`config.mk`:
```
export PLATFORM = sky130hd
export DESIGN_NAME = ex_stage
export DESIGN_NICKNAME = d
export VERILOG_FILES = /design/src/hw/ex_isa_pkg.sv /design/src/hw/ex_mem_pkg.sv /design/src/hw/ex_alu.sv /design/src/hw/ex_branch.sv /design/src/hw/ex_lsu.sv /design/src/hw/ex_stage.sv
export SDC_FILE = /design/constraint.sdc
export NUM_CORES = 1
export LEC_CHECK = 0
export ABC_CLOCK_PERIOD_IN_PS = 10300
export BUFFER_PORTS_ARGS = -buffer_cell sky130_fd_sc_hd__buf_2
export CAP_MARGIN = 20
export CELL_PAD_IN_SITES_DETAIL_PLACEMENT = 0
export CELL_PAD_IN_SITES_GLOBAL_PLACEMENT = 1
export CORE_MARGIN = 2
export CORE_UTILIZATION = 46
export DETAILED_ROUTE_END_ITERATION = 6
export PLACE_DENSITY_LB_ADDON = 0.1
export SLEW_MARGIN = 20
export SYNTH_ARGS = -nofsm -noshare
export SYNTH_HDL_FRONTEND = slang
export SYNTH_SLANG_ARGS = --single-unit
```
`constraint.sdc`:
```
create_clock -name clk_i -period 10.3 [get_ports clk_i]
set_input_delay 2.06 -clock clk_i [delete_from_list [all_inputs] [get_ports clk_i]]
set_output_delay 2.06 -clock clk_i [all_outputs]
set_load 0.02 [all_outputs]
```
`src/hw/ex_isa_pkg.sv`:
```
/*
 * Execute stage ISA definitions: operations, decoded input and result record
 */

`default_nettype none

package ex_isa_pkg;

  typedef logic [31:0] xlen_t;
  typedef logic [31:0] addr_t;
  typedef logic [4:0]  reg_idx_t;

  // Link increment for JAL/JALR
  localparam int unsigned INSN_BYTES = 4;

  typedef enum logic [4:0] {
    ADD, SUB, AND, OR, XOR, SLL, SRL, SRA, SLT, SLTU,
    BEQ, BNE, BLT, BGE, BLTU, BGEU, JAL, JALR,
    LB, LH, LW, LBU, LHU, SB, SH, SW
  } ex_op_e;

  typedef enum logic [1:0] {
    UNIT_ALU,
    UNIT_BRANCH,
    UNIT_LSU
  } ex_unit_e;

  typedef struct packed {
    ex_op_e   op;
    addr_t    pc;
    xlen_t    imm;
    reg_idx_t rd;
    logic     use_imm_b;
    logic     bypass_a;
    logic     bypass_b;
  } ex_decoded_t;

  typedef struct packed {
    xlen_t    value;
    reg_idx_t rd;
    addr_t    pc;
    logic     misaligned;
  } ex_result_t;

  // Unit that executes a given operation
  function automatic ex_unit_e ex_unit_of(ex_op_e op);
    case (op)
      ADD, SUB, AND, OR, XOR, SLL, SRL, SRA, SLT, SLTU: return UNIT_ALU;
      BEQ, BNE, BLT, BGE, BLTU, BGEU, JAL, JALR:        return UNIT_BRANCH;
      default:                                          return UNIT_LSU;
    endcase
  endfunction

endpackage

`default_nettype wire

```
`src/hw/ex_mem_pkg.sv`:
```
/*
 * Data-memory port definitions: access sizes, request record, alignment rule
 */

`default_nettype none

package ex_mem_pkg;

  import ex_isa_pkg::*;

  localparam int unsigned DMEM_WORD_BYTES = 4;

  typedef logic [DMEM_WORD_BYTES-1:0] dmem_be_t;

  typedef enum logic [1:0] {
    SIZE_BYTE,
    SIZE_HALF,
    SIZE_WORD
  } mem_size_e;

  typedef struct packed {
    addr_t     addr;
    xlen_t     wdata;
    dmem_be_t  be;
    logic      we;
    mem_size_e size;
  } dmem_req_t;

  // Half needs bit 0 clear, word needs bits 1:0 clear
  function automatic logic is_misaligned(addr_t addr, mem_size_e size);
    case (size)
      SIZE_HALF: return addr[0];
      SIZE_WORD: return |addr[1:0];
      default:   return 1'b0;
    endcase
  endfunction

endpackage

`default_nettype wire

```
`src/hw/ex_alu.sv`:
```
/*
 * Integer ALU: add/sub, logic, shifts and set-less-than
 */

`timescale 1ns/1ps
`default_nettype none

module ex_alu
  import ex_isa_pkg::*;
(
  input  ex_op_e op_i,
  input  xlen_t  a_i,
  input  xlen_t  b_i,
  output xlen_t  r_o
);

  // Only the low five bits shift
  logic [4:0] shamt;
  logic       lt_signed;
  logic       lt_unsigned;

  assign shamt       = b_i[4:0];
  assign lt_signed   = $signed(a_i) < $signed(b_i);
  assign lt_unsigned = a_i < b_i;

  always_comb
  begin
    case (op_i)
      ADD:
        r_o = a_i + b_i;
      SUB:
        r_o = a_i - b_i;
      AND:
        r_o = a_i & b_i;
      OR:
        r_o = a_i | b_i;
      XOR:
        r_o = a_i ^ b_i;
      SLL:
        r_o = a_i << shamt;
      SRL:
        r_o = a_i >> shamt;
      SRA:
        r_o = xlen_t'($signed(a_i) >>> shamt);
      // Compares return 0 or 1
      SLT:
        r_o = {31'b0, lt_signed};
      SLTU:
        r_o = {31'b0, lt_unsigned};
      default:
        r_o = '0;
    endcase
  end

endmodule

`default_nettype wire

```
`src/hw/ex_branch.sv`:
```
/*
 * Branch unit: condition check for conditional branches, jump target and link
 */

`timescale 1ns/1ps
`default_nettype none

module ex_branch
  import ex_isa_pkg::*;
(
  input  ex_op_e op_i,
  input  addr_t  pc_i,
  input  xlen_t  imm_i,
  input  xlen_t  a_i,
  input  xlen_t  b_i,
  output logic   taken_o,
  output addr_t  target_o,
  output xlen_t  link_o
);

  logic  eq;
  logic  lt_signed;
  logic  lt_unsigned;
  addr_t jalr_sum;

  assign eq          = a_i == b_i;
  assign lt_signed   = $signed(a_i) < $signed(b_i);
  assign lt_unsigned = a_i < b_i;

  always_comb
  begin
    case (op_i)
      BEQ:       taken_o = eq;
      BNE:       taken_o = ~eq;
      BLT:       taken_o = lt_signed;
      BGE:       taken_o = ~lt_signed;
      BLTU:      taken_o = lt_unsigned;
      BGEU:      taken_o = ~lt_unsigned;
      JAL, JALR: taken_o = 1'b1;
      default:   taken_o = 1'b0;
    endcase
  end

  // JALR target is register relative with bit 0 dropped
  assign jalr_sum = a_i + imm_i;

  always_comb
  begin
    if (op_i == JALR)
      target_o = {jalr_sum[31:1], 1'b0};
    else
      target_o = pc_i + imm_i;
  end

  assign link_o = pc_i + xlen_t'(INSN_BYTES);

endmodule

`default_nettype wire

```
`src/hw/ex_lsu.sv`:
```
/*
 * Load/store unit: address and alignment check, store lane placement,
 * data-memory handshake and load extraction
 */

`timescale 1ns/1ps
`default_nettype none

module ex_lsu
  import ex_isa_pkg::*;
  import ex_mem_pkg::*;
(
  input  logic      clk_i,
  input  logic      rst_ni,
  input  logic      start_i,
  input  ex_op_e    op_i,
  input  xlen_t     base_i,
  input  xlen_t     offset_i,
  input  xlen_t     wdata_i,
  output logic      done_o,
  output logic      misaligned_o,
  output xlen_t     rdata_o,
  output logic      dmem_valid_o,
  input  logic      dmem_ready_i,
  output dmem_req_t dmem_req_o,
  input  logic      dmem_rvalid_i,
  input  xlen_t     dmem_rdata_i
);

  typedef enum logic [1:0] {IDLE, REQ, WAIT_RESP, DONE} lsu_state_e;

  lsu_state_e state_q;
  lsu_state_e state_d;
  ex_op_e     op_q;
  logic       misaligned_q;
  xlen_t      rdata_q;
  dmem_req_t  req_q;
  addr_t      addr;
  mem_size_e  size;
  logic       is_store;
  logic       misaligned;
  logic       launch;
  xlen_t      lane_wdata;
  dmem_be_t   lane_be;

  function automatic xlen_t load_extract(ex_op_e op, logic [1:0] lane, xlen_t word);
    xlen_t shifted;
    shifted = word >> {lane, 3'b000};
    case (op)
      LB:      return {{24{shifted[7]}}, shifted[7:0]};
      LBU:     return {24'b0, shifted[7:0]};
      LH:      return {{16{shifted[15]}}, shifted[15:0]};
      LHU:     return {16'b0, shifted[15:0]};
      default: return word;
    endcase
  endfunction

  assign addr       = base_i + offset_i;
  assign size       = (op_i inside {LB, LBU, SB}) ? SIZE_BYTE :
                      (op_i inside {LH, LHU, SH}) ? SIZE_HALF : SIZE_WORD;
  assign is_store   = op_i inside {SB, SH, SW};
  assign misaligned = is_misaligned(addr, size);
  assign launch     = (state_q == IDLE) && start_i;

  // Replicate store data so every lane sees it
  always_comb
  begin
    case (size)
      SIZE_BYTE:
      begin
        lane_wdata = {4{wdata_i[7:0]}};
        lane_be    = dmem_be_t'(1) << addr[1:0];
      end
      SIZE_HALF:
      begin
        lane_wdata = {2{wdata_i[15:0]}};
        lane_be    = addr[1] ? 4'b1100 : 4'b0011;
      end
      default:
      begin
        lane_wdata = wdata_i;
        lane_be    = '1;
      end
    endcase
  end

  always_comb
  begin
    state_d = state_q;
    case (state_q)
      IDLE:      if (start_i) state_d = misaligned ? DONE : REQ;
      REQ:       if (dmem_ready_i) state_d = req_q.we ? DONE : WAIT_RESP;
      WAIT_RESP: if (dmem_rvalid_i) state_d = DONE;
      default:   state_d = IDLE;
    endcase
  end

  always_ff @(posedge clk_i or negedge rst_ni)
  begin
    if (!rst_ni)
    begin
      state_q      <= IDLE;
      misaligned_q <= 1'b0;
    end
    else
    begin
      state_q <= state_d;
      if (launch)
        misaligned_q <= misaligned;
    end
  end

  always_ff @(posedge clk_i)
  begin
    if (launch)
    begin
      req_q   <= '{addr: addr, wdata: is_store ? lane_wdata : '0, be: lane_be,
                   we: is_store, size: size};
      op_q    <= op_i;
      rdata_q <= '0;
    end
    else if (state_q == WAIT_RESP && dmem_rvalid_i)
      rdata_q <= load_extract(op_q, req_q.addr[1:0], dmem_rdata_i);
  end

  assign done_o       = state_q == DONE;
  assign misaligned_o = misaligned_q;
  assign rdata_o      = rdata_q;
  assign dmem_valid_o = state_q == REQ;
  assign dmem_req_o   = req_q;

endmodule

`default_nettype wire

```
`src/hw/ex_stage.sv`:
```
/*
 * RV32I execute stage: operand bypass, ALU, branch and load/store units,
 * single-entry result register with valid/ready on both sides
 */

`timescale 1ns/1ps
`default_nettype none

module ex_stage
  import ex_isa_pkg::*;
  import ex_mem_pkg::*;
(
  input  logic        clk_i,
  input  logic        rst_ni,
  input  logic        id_valid_i,
  output logic        id_ready_o,
  input  ex_decoded_t id_op_i,
  input  xlen_t       rf_a_i,
  input  xlen_t       rf_b_i,
  output logic        ex_valid_o,
  input  logic        ex_ready_i,
  output ex_result_t  ex_result_o,
  output logic        bu_flush_o,
  output addr_t       bu_nxt_pc_o,
  output logic        dmem_valid_o,
  input  logic        dmem_ready_i,
  output dmem_req_t   dmem_req_o,
  input  logic        dmem_rvalid_i,
  input  xlen_t       dmem_rdata_i
);

  logic        live_q;
  logic        busy_q;
  logic        out_valid_q;
  logic        taken_q;
  ex_decoded_t op_q;
  xlen_t       a_q;
  xlen_t       b_q;
  ex_result_t  out_q;
  addr_t       target_q;
  xlen_t       last_value_q;
  xlen_t       prev_value;
  xlen_t       opnd_a;
  xlen_t       opnd_b;
  logic        accept;
  logic        out_fire;
  logic        unit_fin;
  logic        lsu_start;
  ex_unit_e    unit_sel;
  xlen_t       unit_value;
  xlen_t       alu_r;
  logic        bu_taken;
  addr_t       bu_target;
  xlen_t       bu_link;
  logic        lsu_done;
  logic        lsu_misaligned;
  xlen_t       lsu_rdata;

  ////////////////////////////////////////////////////////////
  // Handshakes and operand select
  ////////////////////////////////////////////////////////////

  assign out_fire   = out_valid_q & ex_ready_i;
  // One operation in flight; take the next as the result leaves
  assign id_ready_o = live_q & ~busy_q & (~out_valid_q | ex_ready_i);
  assign accept     = id_valid_i & id_ready_o;

  // Record leaving this cycle counts as the previous result
  assign prev_value = out_fire ? out_q.value : last_value_q;
  assign opnd_a     = id_op_i.bypass_a ? prev_value : rf_a_i;

  always_comb
  begin
    if (id_op_i.bypass_b)
      opnd_b = prev_value;
    else if (id_op_i.use_imm_b)
      opnd_b = id_op_i.imm;
    else
      opnd_b = rf_b_i;
  end

  assign lsu_start = accept & (ex_unit_of(id_op_i.op) == UNIT_LSU);
  assign unit_sel  = ex_unit_of(op_q.op);
  assign unit_fin  = busy_q & ((unit_sel != UNIT_LSU) | lsu_done);

  ////////////////////////////////////////////////////////////
  // Execution units
  ////////////////////////////////////////////////////////////

  ex_alu u_alu (
    .op_i ( op_q.op ),
    .a_i  ( a_q     ),
    .b_i  ( b_q     ),
    .r_o  ( alu_r   )
  );

  ex_branch u_branch (
    .op_i     ( op_q.op   ),
    .pc_i     ( op_q.pc   ),
    .imm_i    ( op_q.imm  ),
    .a_i      ( a_q       ),
    .b_i      ( b_q       ),
    .taken_o  ( bu_taken  ),
    .target_o ( bu_target ),
    .link_o   ( bu_link   )
  );

  // Memory ops start straight from the accepted inputs
  ex_lsu u_lsu (
    .clk_i         ( clk_i          ),
    .rst_ni        ( rst_ni         ),
    .start_i       ( lsu_start      ),
    .op_i          ( id_op_i.op     ),
    .base_i        ( opnd_a         ),
    .offset_i      ( id_op_i.imm    ),
    .wdata_i       ( opnd_b         ),
    .done_o        ( lsu_done       ),
    .misaligned_o  ( lsu_misaligned ),
    .rdata_o       ( lsu_rdata      ),
    .dmem_valid_o  ( dmem_valid_o   ),
    .dmem_ready_i  ( dmem_ready_i   ),
    .dmem_req_o    ( dmem_req_o     ),
    .dmem_rvalid_i ( dmem_rvalid_i  ),
    .dmem_rdata_i  ( dmem_rdata_i   )
  );

  always_comb
  begin
    case (unit_sel)
      UNIT_ALU:    unit_value = alu_r;
      UNIT_BRANCH: unit_value = bu_link;
      default:     unit_value = lsu_rdata;
    endcase
  end

  ////////////////////////////////////////////////////////////
  // State and output record
  ////////////////////////////////////////////////////////////

  always_ff @(posedge clk_i or negedge rst_ni)
  begin
    if (!rst_ni)
    begin
      live_q       <= 1'b0;
      busy_q       <= 1'b0;
      out_valid_q  <= 1'b0;
      taken_q      <= 1'b0;
      last_value_q <= '0;
    end
    else
    begin
      live_q <= 1'b1;
      if (accept)
        busy_q <= 1'b1;
      else if (unit_fin)
        busy_q <= 1'b0;
      if (unit_fin)
      begin
        out_valid_q <= 1'b1;
        taken_q     <= (unit_sel == UNIT_BRANCH) & bu_taken;
      end
      else if (out_fire)
        out_valid_q <= 1'b0;
      if (out_fire)
        last_value_q <= out_q.value;
    end
  end

  always_ff @(posedge clk_i)
  begin
    if (accept)
    begin
      op_q <= id_op_i;
      a_q  <= opnd_a;
      b_q  <= opnd_b;
    end
    if (unit_fin)
    begin
      out_q    <= '{value: unit_value, rd: op_q.rd, pc: op_q.pc,
                    misaligned: (unit_sel == UNIT_LSU) & lsu_misaligned};
      target_q <= bu_target;
    end
  end

  assign ex_valid_o  = out_valid_q;
  assign ex_result_o = out_q;
  // Redirect rides with its record and holds under back-pressure
  assign bu_flush_o  = out_valid_q & taken_q;
  assign bu_nxt_pc_o = target_q;

endmodule

`default_nettype wire

```
After elaboration in Yosys (flattened, before gate mapping)
Memories as Yosys holds them, arrays and structs flattened. A register that Yosys moved wholly into a read port is not among the register bits.
Cells that the tools add are included.
{ "word_totals": {"rom_bits": 128, "mem_count": 2, "word_cells": 141, "ff_bits": 387, "input_bits": 179} }
{ "memory_table": {"columns": ["name", "words", "width", "rd", "rd_ports_with_merged_regs", "wr", "line_no", "text"], "rows": [
  ["(no name shown)", 32, 2, 1, 1, 0, "ex_isa_pkg.sv:47", "case (op)"],
  ["(no name shown)", 32, 2, 1, 0, 0, "ex_isa_pkg.sv:47", null]
]} }
{ "op_classes": {"n_bitwise": 19, "order_cmp": 2, "add_sub_neg": 6, "n_shift": 5, "reduce_logical": 14, "mux": 26, "n_eq_ne": 41} }
{ "ops": {"columns": ["operator", "count"], "rows": [
  ["32-bit one-hot mux with 10 select lines", 1],
  ["32-bit 2-to-1 mux", 5],
  ["32-bit adder", 4],
  ["32-bit one-hot mux with 2 select lines", 2],
  ["32-bit one-hot mux with 4 select lines", 1],
  ["5-bit == test (second input constant)", 13],
  ["32-bit < comparator", 2],
  ["5-bit by 4-bit == test with 1-bit output (second input constant)", 8],
  ["32-bit by 3-bit adder with 32-bit output (second input constant)", 1],
  ["32-bit AND", 1],
  ["32-bit == test", 1],
  ["32-bit bitwise OR", 1],
  ["32-bit by 5-bit left shift with 32-bit output", 1],
  ["32-bit by 5-bit right shift with 16-bit output", 1],
  ["32-bit by 5-bit right shift with 32-bit output", 1],
  ["32-bit by 5-bit >>> shifter with 32-bit output", 1],
  ["32-bit subtractor", 1],
  ["32-bit XOR", 1],
  ["5-bit by 3-bit == test with 1-bit output (second input constant)", 4],
  ["2-bit 2-to-1 mux", 6],
  ["2-bit == test (second input constant)", 5],
  ["5-bit by 2-bit == test with 1-bit output (second input constant)", 2],
  ["1-bit AND", 9],
  ["3-bit nonzero test", 3],
  ["other kinds (20)", 38]
]} }

Logic depth before layout (Yosys ltp)
Gate-level depths: netlist (run 1).
{ "depth": {"ltp_word": 9, "mapped_depth": 16, "depth_no_buf": 15} }

Hierarchy
From an unflattened synthesis (run 1), not the netlist that was laid out.
{ "unflattened": {"hier_cells": 3332, "hier_area_um2": 30613.1} }
{ "modules_own_cells": {"columns": ["mod", "cells_each", "n_inst", "seq_area_each_um2", "area_per_inst_um2"], "rows": [
  ["ex_stage", 660, 1, 8147.8, 10606.4],
  ["ex_alu", 1346, 1, 0.0, 8856.0],
  ["ex_lsu", 648, 1, 2997.9, 6352.3],
  ["ex_branch", 678, 1, 0.0, 4798.4]
]} }

Worst setup path before layout (run 1)
OpenSTA, ideal clock, no wires.
{ "synth_timing": {"kind": "input-to-reg", "start": "input port ex_ready_i", "end": "register u_lsu.req_q (netlist bit u_lsu.dmem_req_o[0]) (enable)", "required_ps": 9830, "path_stages": 8, "path_slack_ps": -46, "arrival_ps": 9876, "setup_time_ps": 470, "cell_sequence": "nor2b_1 > nor3b_1 > and2_1 > clkbuf_1 > and3b_1 > nand2_1 > clkinv_1 > clkbuf_1"} }
{ "synth_between": {"elab_chain_len": 5} }
{ "synth_rtl": {"columns": ["item", "line_no", "text"], "rows": [
  ["start, declared", "ex_stage.sv:21", "input logic ex_ready_i,"],
  ["1-bit bitwise OR", "ex_stage.sv:65", "assign id_ready_o = live_q & ~busy_q & (~out_valid_q | ex_ready_i);"],
  ["1-bit AND", "ex_stage.sv:65", null],
  ["named net id_ready_o", "ex_stage.sv:16", "output logic id_ready_o,"],
  ["1-bit AND", "ex_stage.sv:66", "assign accept = id_valid_i & id_ready_o;"],
  ["named net accept", "ex_stage.sv:45", "logic accept;"],
  ["1-bit AND", "ex_stage.sv:82", "assign lsu_start = accept & (ex_unit_of(id_op_i.op) == UNIT_LSU);"],
  ["1-bit logical AND", "ex_lsu.sv:63", "assign launch = (state_q == IDLE) && start_i;"],
  ["named net u_lsu.launch", "ex_lsu.sv:42", "logic launch;"],
  ["end signal, assigned", "ex_lsu.sv:117", "req_q <= '{addr: addr, wdata: is_store ? lane_wdata : '0, be: lane_be,"],
  ["end, declared", "ex_lsu.sv:37", "dmem_req_t req_q;"]
]} }
The timed path passes the listed nets, and every way through them passes these cells.
A chain may end at the register's enable or synchronous reset.

Final worst setup path (run 1)
{ "layout_timing": {"start": "input port ex_ready_i", "end": "register u_lsu.req_q (netlist bit u_lsu.dmem_req_o[70]) (data pin)"} }
{ "layout_between": {"elab_chain_len": 4} }
{ "layout_rtl": {"columns": ["item", "line_no", "text"], "rows": [
  ["1-bit AND", "ex_stage.sv:63", "assign out_fire = out_valid_q & ex_ready_i;"],
  ["32-bit 2-to-1 mux", null, null],
  ["named net prev_value[1]", "ex_stage.sv:42", "xlen_t prev_value;"],
  ["32-bit 2-to-1 mux", "ex_stage.sv:70", "assign opnd_a = id_op_i.bypass_a ? prev_value : rf_a_i;"],
  ["named net opnd_a[1]", "ex_stage.sv:43", "xlen_t opnd_a;"],
  ["32-bit adder", "ex_lsu.sv:58", "assign addr = base_i + offset_i;"],
  ["named net u_lsu.addr[31]", "ex_lsu.sv:38", "addr_t addr;"]
]} }
The timed path passes the listed nets, and every way through them passes these cells.

==> flow_metrics.env, run 1 <==
export IMPL_drv_slew=0
export IMPL_rsz0062_at_grt="false"
export IMPL_synth_top_area_share_pct=32.8
export IMPL_ir_drop_uv=153
export IMPL_power_density_nw_per_um2=195
export IMPL_worst_slack_ns=4.21
export IMPL_die_area_um2=65000
export IMPL_hold_viol=0
export IMPL_clock_latency_ns=0.62
export IMPL_rows=91
export IMPL_synthFlopType="edfxtp_1"
export IMPL_ff2ff_setup_slack_ns=5.36
export IMPL_cts_tree="yes"
export IMPL_ys_ff_latch=389
export IMPL_finalSetupViolCount=0
export IMPL_status="completed"
export IMPL_via_per_inst=6.52
export IMPL_period_share_pct=59.2
export IMPL_drive_gt1_share_pct=18.6
export IMPL_syn_to_final_growth_pct=14.2
export IMPL_htree_levels=2
export IMPL_maxCapViolCount=0
export IMPL_final_setup_tns_ns=0
export IMPL_clock_fmax_ghz=0.164
export IMPL_cts_resized=0
export IMPL_post_place_ws_ns=3.71
export IMPL_synth_xor_area_share_pct=3.48
export IMPL_cts_sinks=389
export IMPL_synth_edf_count=316
export IMPL_cp_max_fo=32
export IMPL_synth_top_family_by_area="compound AO/OA/AOI/OAI gates"
export IMPL_async_flop_share_pct=10.0
export IMPL_crit_chain="buf_2 -> nand2_2 -> buf_4 -> mux2_2 -> mux2_2 -> ha_1 -> a211oi_1 -> o21ai_0 -> a32o_1 -> o21ai_0 -> o21ai_0 -> a21oi_1 -> a21oi_1 -> a211o_1 -> a21oi_1 -> xnor2_1"
export IMPL_final_util_pct=53.4
export IMPL_hp_class="flip-flop to flip-flop"
export IMPL_post_cts_buffers=0
export IMPL_start_util_pct=46.8
export IMPL_synthTopCellsByArea="edfxtp_1 (33%), ha_1 (8.4%), a21oi_1 (5.8%)"
export IMPL_io_pins=356
export IMPL_crit_family="compound AO/OA/AOI/OAI gates"
export IMPL_dp_hpwl_um=101000
export IMPL_finalClockSkew_ns=0.0323
export IMPL_die_h_um=255
export IMPL_crit_path_max_incr_delay_ns=0.51
export IMPL_syn_nets=3420
export IMPL_p_leak_uw=0.0135
export IMPL_worstPathArrival_ns=6.44
export IMPL_wirelength_met1_um=49100
export IMPL_synth_simple_area_share_pct=13.8
export IMPL_route_detailed_wl_per_inst_um=30.7
export IMPL_synth_fa_ha_area_share_pct=8.73
export IMPL_clk_root_buffer_cell="clkbuf_16"
export IMPL_drt_wl_total_um=129000
export IMPL_fin_nets=3717
export IMPL_drc=0
export IMPL_worst_path_max_delay_cell="buf_4"
export IMPL_cp_end_kind="flip-flop"
export IMPL_port_buffers=355
export IMPL_clk_pin_slew_ns=0.06
export IMPL_grt_pass1_vias=26000
export IMPL_cts_path_max_buffers=3
export IMPL_crit_path_start_kind="input port"
export IMPL_yosysSeqAreaShare_pct=38.5
export IMPL_top_layer="met5"
export IMPL_post_route_min_period_ns=6.09
export IMPL_muxShareOfSynthArea_pct=9.00
export IMPL_grt_max_degree=76
export IMPL_drt_initial_drc_count=3680
export IMPL_dr_pass1_iters=6
export IMPL_worstSetupPathType="input port to flip-flop"
export IMPL_place_congestion=1.04
export IMPL_numCtsBuffers=44
export IMPL_route_met3_wl_um=14700
export IMPL_synth_compound_area_share_pct=22.0
export IMPL_worst_slew_pin_slew_ns=1.24
export IMPL_yosysUniqueCellTypes=101
export IMPL_antenna_found_initial=15
export IMPL_slew_headroom_pct=16.5
export IMPL_synthCells=3042
export IMPL_grt_first_pass_wirelength_um=183000
export IMPL_met2_length_um=58300
export IMPL_grt_overflow=0
export IMPL_vias=27500
export IMPL_postRouteAntennaNets=0
export IMPL_die_x_um=255
export IMPL_holdBufCountCts=0
export IMPL_core_area_um2=61900
export IMPL_gr_usage_all_layers_pct=39.2
export IMPL_syn_area_um2=29000
export IMPL_ys_warn_count=0
export IMPL_worst_path_buf_inv=2
export IMPL_yosysTopAreaCell="edfxtp_1"
export IMPL_worstPathRequired_ns=10.65
export IMPL_syn_mean_instance_area_um2=9.52
[report_power, final]
| part | switching [uW] | internal, uW |
|---|---|---|
| Clock | 705 | 952 |
| Combinational | 1620 | 862 |
| Sequential | 257 | 2050 |
[state kept, by name, indices dropped and copies added (netlist names), 2 cells and up]
name / cells
u_lsu.dmem_req_o: 71
last_value_q: 32
u_lsu.state_q: 2
op_q: 74
unit_sel: 2
b_q: 32
a_q: 32
bu_nxt_pc_o: 32
u_lsu.rdata_o: 32
ex_result_o: 70
u_lsu.op_q: 5
[cell type report]
class	instances	area (um^2)
Clock buffer	56	1190
Clock inverter	25	297
Inverter	156	591
Timing Repair Buffer	418	2250
Tap cell	837	1050
Multi-Input combinational cell	2330	16600
Antenna cell	3	7.51
Sequential cell	389	11100
Fill cell	5757	28900
[cells by family after synthesis]
| family | Yosys count |
|---|---|
| AND/OR/NAND/NOR | 856 |
| flip-flops | 389 |
| AO/OA/AOI/OAI | 987 |
| adder cells (fa/ha/maj) | 199 |
| multiplexers | 172 |
| other | 1 |
| buffers and inverters | 323 |
| XOR/XNOR | 115 |
[cells in the final DEF (no fill, tap or decap), types with 19 or more instances in the layout]
cell,count
buf_2,354
a21oi_1,333
edfxtp_1,316
nor2_1,293
nand2_1,245
ha_1,194
o21ai_0,177
inv_1,151
mux2i_1,77
a211oi_1,72
xnor2_1,72
buf_4,64
mux4_2,52
a21o_1,49
nor2b_1,46
clkbuf_16,45
xor2_1,43
a31oi_1,40
dfrtp_1,39
nand3_1,36
o211ai_1,36
o21bai_1,35
nor3_1,34
dfxtp_1,34
mux2_2,31
nand2b_1,30
or3_1,24
and2_1,24
a221oi_1,22
o221ai_1,22
nand4_1,20
and3_1,20
o21ai_1,19
a22oi_1,19
[cells in the mapped netlist (40+ instances only)]
cell type  count
ha_1         194
o21ai_0      183
a211oi_1      72
mux4_2        52
clkbuf_1     110
a31oi_1       40
xor2_1        43
inv_1        152
a21oi_1      334
edfxtp_1     316
mux2i_1       77
nor2_1       295
xnor2_1       72
a21o_1        49
nand2_1      246
nor2b_1       46
[final timing paths]
path,from,cells past startpoint,endpoint
hold / removal,op_q[7],0,ex_result_o[37]
hold reg to reg,op_q[7],0,ex_result_o[37]
min in group asynchronous,rst_ni,1,u_lsu.state_q[0]
setup / recovery,ex_ready_i,16,u_lsu.dmem_req_o[70]
max in group asynchronous,rst_ni,1,last_value_q[0]
setup reg to reg,ex_valid_o,15,u_lsu.dmem_req_o[70]
[stage by stage]
| stage | hold slack [ns] | total power, uW | cells | cell area (um^2) |
|---|---|---|---|---|
| 2_1_floorplan | 0.400 | 3790 | 3042 | 29000 |
| 3_3_place_gp | 0.401 | 4670 | 4129 | 31600 |
| 3_5_place_dp | 0.418 | 4720 | 4129 | 31600 |
| 4_1_cts | 0.421 | 6370 | 4210 | 33100 |
| 5_1_grt | 0.430 | 6690 | 4212 | 33100 |
| 6_report | 0.419 | 6440 | 4214 | 33100 |
[metal layers]
| metal | global-route usage [%] | vias to the layer above |
|---|---|---|
| li1 | - | 12000 |
| met1 | 49.9 | 13400 |
| met2 | 62.4 | 1745 |
| met3 | 10.3 | 328 |
| met4 | 18.1 | 12 |
| met5 | 0 | - |
(Power assumes the default switching activity.)
==> run 2: changes to the inputs <==
- ABC_CLOCK_PERIOD_IN_PS: 10300 -> 5200
- CORE_UTILIZATION: 46 -> 42
- clock period: 10.3 -> 5.2 ns (I/O delays scaled with it)
==> run 2 against run 1 <==
Compared with the run above: the run now ends with design-rule violations left; cell count rose by 2.1%; clock skew fell by 0.0073 ns; global-route usage fell by 1.3 points; critical endpoint unchanged; largest power group unchanged; highest routed layer unchanged.
==> flow_metrics.env, run 2 (synthesis gave the netlist of run 1 again) <==
export IMPL_antenna_found_initial=7
export IMPL_drive_gt1_share_pct=19.8
export IMPL_finalSetupViolCount=0
export IMPL_worstHoldStart="op_q[6]"
export IMPL_crit_path_max_incr_delay_ns=0.40
export IMPL_final_setup_tns_ns=0
export IMPL_worstSetupPathType="input port to flip-flop"
export IMPL_p_leak_uw=0.0138
export IMPL_die_area_um2=71100
export IMPL_worst_path_max_delay_cell="mux2_2"
export IMPL_cp_end_kind="flip-flop"
export IMPL_drt_initial_drc_count=3394
export IMPL_core_area_um2=68500
export IMPL_hp_class="flip-flop to flip-flop"
export IMPL_ir_drop_uv=309
export IMPL_post_cts_buffers=0
export IMPL_numCtsBuffers=46
export IMPL_crit_chain="buf_2 -> nand2_2 -> mux2_2 -> mux2_2 -> ha_1 -> a211oi_1 -> o21ai_0 -> a32o_1 -> o21ai_0 -> o21ai_0 -> a21oi_1 -> a21oi_1 -> a211o_1 -> a21oi_1 -> xnor2_1"
export IMPL_drv_slew=0
export IMPL_postRouteAntennaNets=0
export IMPL_clock_latency_ns=0.60
export IMPL_dr_pass1_iters=7
export IMPL_post_place_ws_ns=0.132
export IMPL_dp_hpwl_um=109000
export IMPL_hold_viol=0
export IMPL_ff2ff_path_depth=11
export IMPL_cts_sinks=389
export IMPL_layout_commonest_cell="buf_2"
export IMPL_route_detailed_wl_per_inst_um=31.8
export IMPL_status="complete, but fails checks"
export IMPL_r2r_end="bu_nxt_pc_o[29]"
export IMPL_crit_path_start_kind="input port"
export IMPL_clk_pin_slew_ns=0.06
export IMPL_power_density_nw_per_um2=389
export IMPL_place_inst=4214
export IMPL_cp_max_fo=5
export IMPL_clk_root_buffer_cell="clkbuf_16"
export IMPL_die_x_um=267
export IMPL_worst_slack_ns=0.631
export IMPL_gr_usage_all_layers_pct=37.9
export IMPL_holdBufCountCts=0
export IMPL_finalClockSkew_ns=0.0250
export IMPL_io_pins=356
export IMPL_period_share_pct=87.9
export IMPL_port_buffers=355
export IMPL_place_congestion=1.08
export IMPL_final_cell_mix="buf_2 (354), a21oi_1 (333), edfxtp_1 (316)"
export IMPL_design_area_um2=33600
export IMPL_grt_first_pass_wirelength_um=193000
export IMPL_ff2ff_setup_slack_ns=0.72
export IMPL_placed_cell_area_um2=32000
export IMPL_post_route_min_period_ns=4.57
export IMPL_clock_fmax_ghz=0.219
export IMPL_whs_endpoint="ex_result_o[36]"
export IMPL_grt_pass1_vias=26700
export IMPL_rows=96
export IMPL_fin_nets=3758
export IMPL_vias=27500
export IMPL_slew_headroom_pct=21.6
export IMPL_largest_reg_flops=74
export IMPL_drt_wl_total_um=137000
export IMPL_rsz0062_at_grt="false"
export IMPL_htree_levels=2
export IMPL_via_per_inst=6.39
export IMPL_syn_to_final_growth_pct=16.0
export IMPL_hold_depth=0
export IMPL_cts_tree="yes"
export IMPL_regMostFlops="op_q"
export IMPL_rr_startpoint="op_q[42]"
export IMPL_drc=5
export IMPL_start_util_pct=42.3
export IMPL_stdcell_count=4301
export IMPL_worstPathRequired_ns=5.54
export IMPL_crit_family="compound AO/OA/AOI/OAI gates"
export IMPL_violations="design-rule violations"
export IMPL_grt_max_degree=72
export IMPL_cts_resized=0
export IMPL_die_h_um=267
export IMPL_maxCapViolCount=0
export IMPL_worst_slew_pin_slew_ns=1.17
export IMPL_worstPathArrival_ns=4.90
export IMPL_worst_path_buf_inv=1
export IMPL_grt_overflow=0
export IMPL_cts_path_max_buffers=3
-- run 2: layout make-up --
type                            instances  area, um^2
Clock inverter                         32         394
Antenna cell                            2        5.00
Timing Repair Buffer                  457        2600
Fill cell                            6563       34900
Multi-Input combinational cell       2330       16600
Tap cell                              882        1100
Clock buffer                           53        1200
Sequential cell                       389       11100
Inverter                              156         591
-- run 2: per-layer routing --
metal  vias up  GRT usage [%]  wire length [um]
met4         6           19.3              8170
met1     13500           48.2             53700
met3       328           9.95             13700
li1      12100              -                 -
met2      1533           59.3             61100
met5         -              0                34
-- run 2: where the power goes --
part	internal [uW]	switching (uW)
logic	1760	3260
clock network	2020	1450
registers	4060	511
-- run 2: worst max-delay path by stage --
stage                     depth (start not counted)                    to       start  slack (ns)
after floorplan                                   8   u_lsu.dmem_req_o[0]  ex_ready_i        0.16
after global placement                           15  u_lsu.dmem_req_o[70]  ex_ready_i        0.12
after detailed placement                         15  u_lsu.dmem_req_o[70]  ex_ready_i        0.13
after CTS                                        15  u_lsu.dmem_req_o[70]  ex_ready_i        0.76
after global routing                             15  u_lsu.dmem_req_o[70]  ex_ready_i        0.48
final                                            15  u_lsu.dmem_req_o[70]  ex_ready_i        0.63
-- run 2: per-stage QoR --
stage / hold WS (ns) / util (%) / power [uW]
after floorplan: 0.400 / - / 7510
after CTS: 0.417 / 49.0 / 13000
after global routing: 0.419 / 49.1 / 13600
final: 0.415 / 49.1 / 13100
after global placement: 0.402 / 46.7 / 9440
after detailed placement: 0.406 / 46.7 / 9490
-- run 2: worst register-to-register path, cell delays in order, from the launching register on --
cell,delay [ns]
edfxtp_1,0.66
ha_1,0.47
o21ai_0,0.14
o21ai_0,0.41
nand3_2,0.27
a2111oi_0,0.84
o31ai_2,0.25
a211oi_1,0.38
o21ai_1,0.13
xor2_1,0.19
a21oi_1,0.10
or3_1,0.38
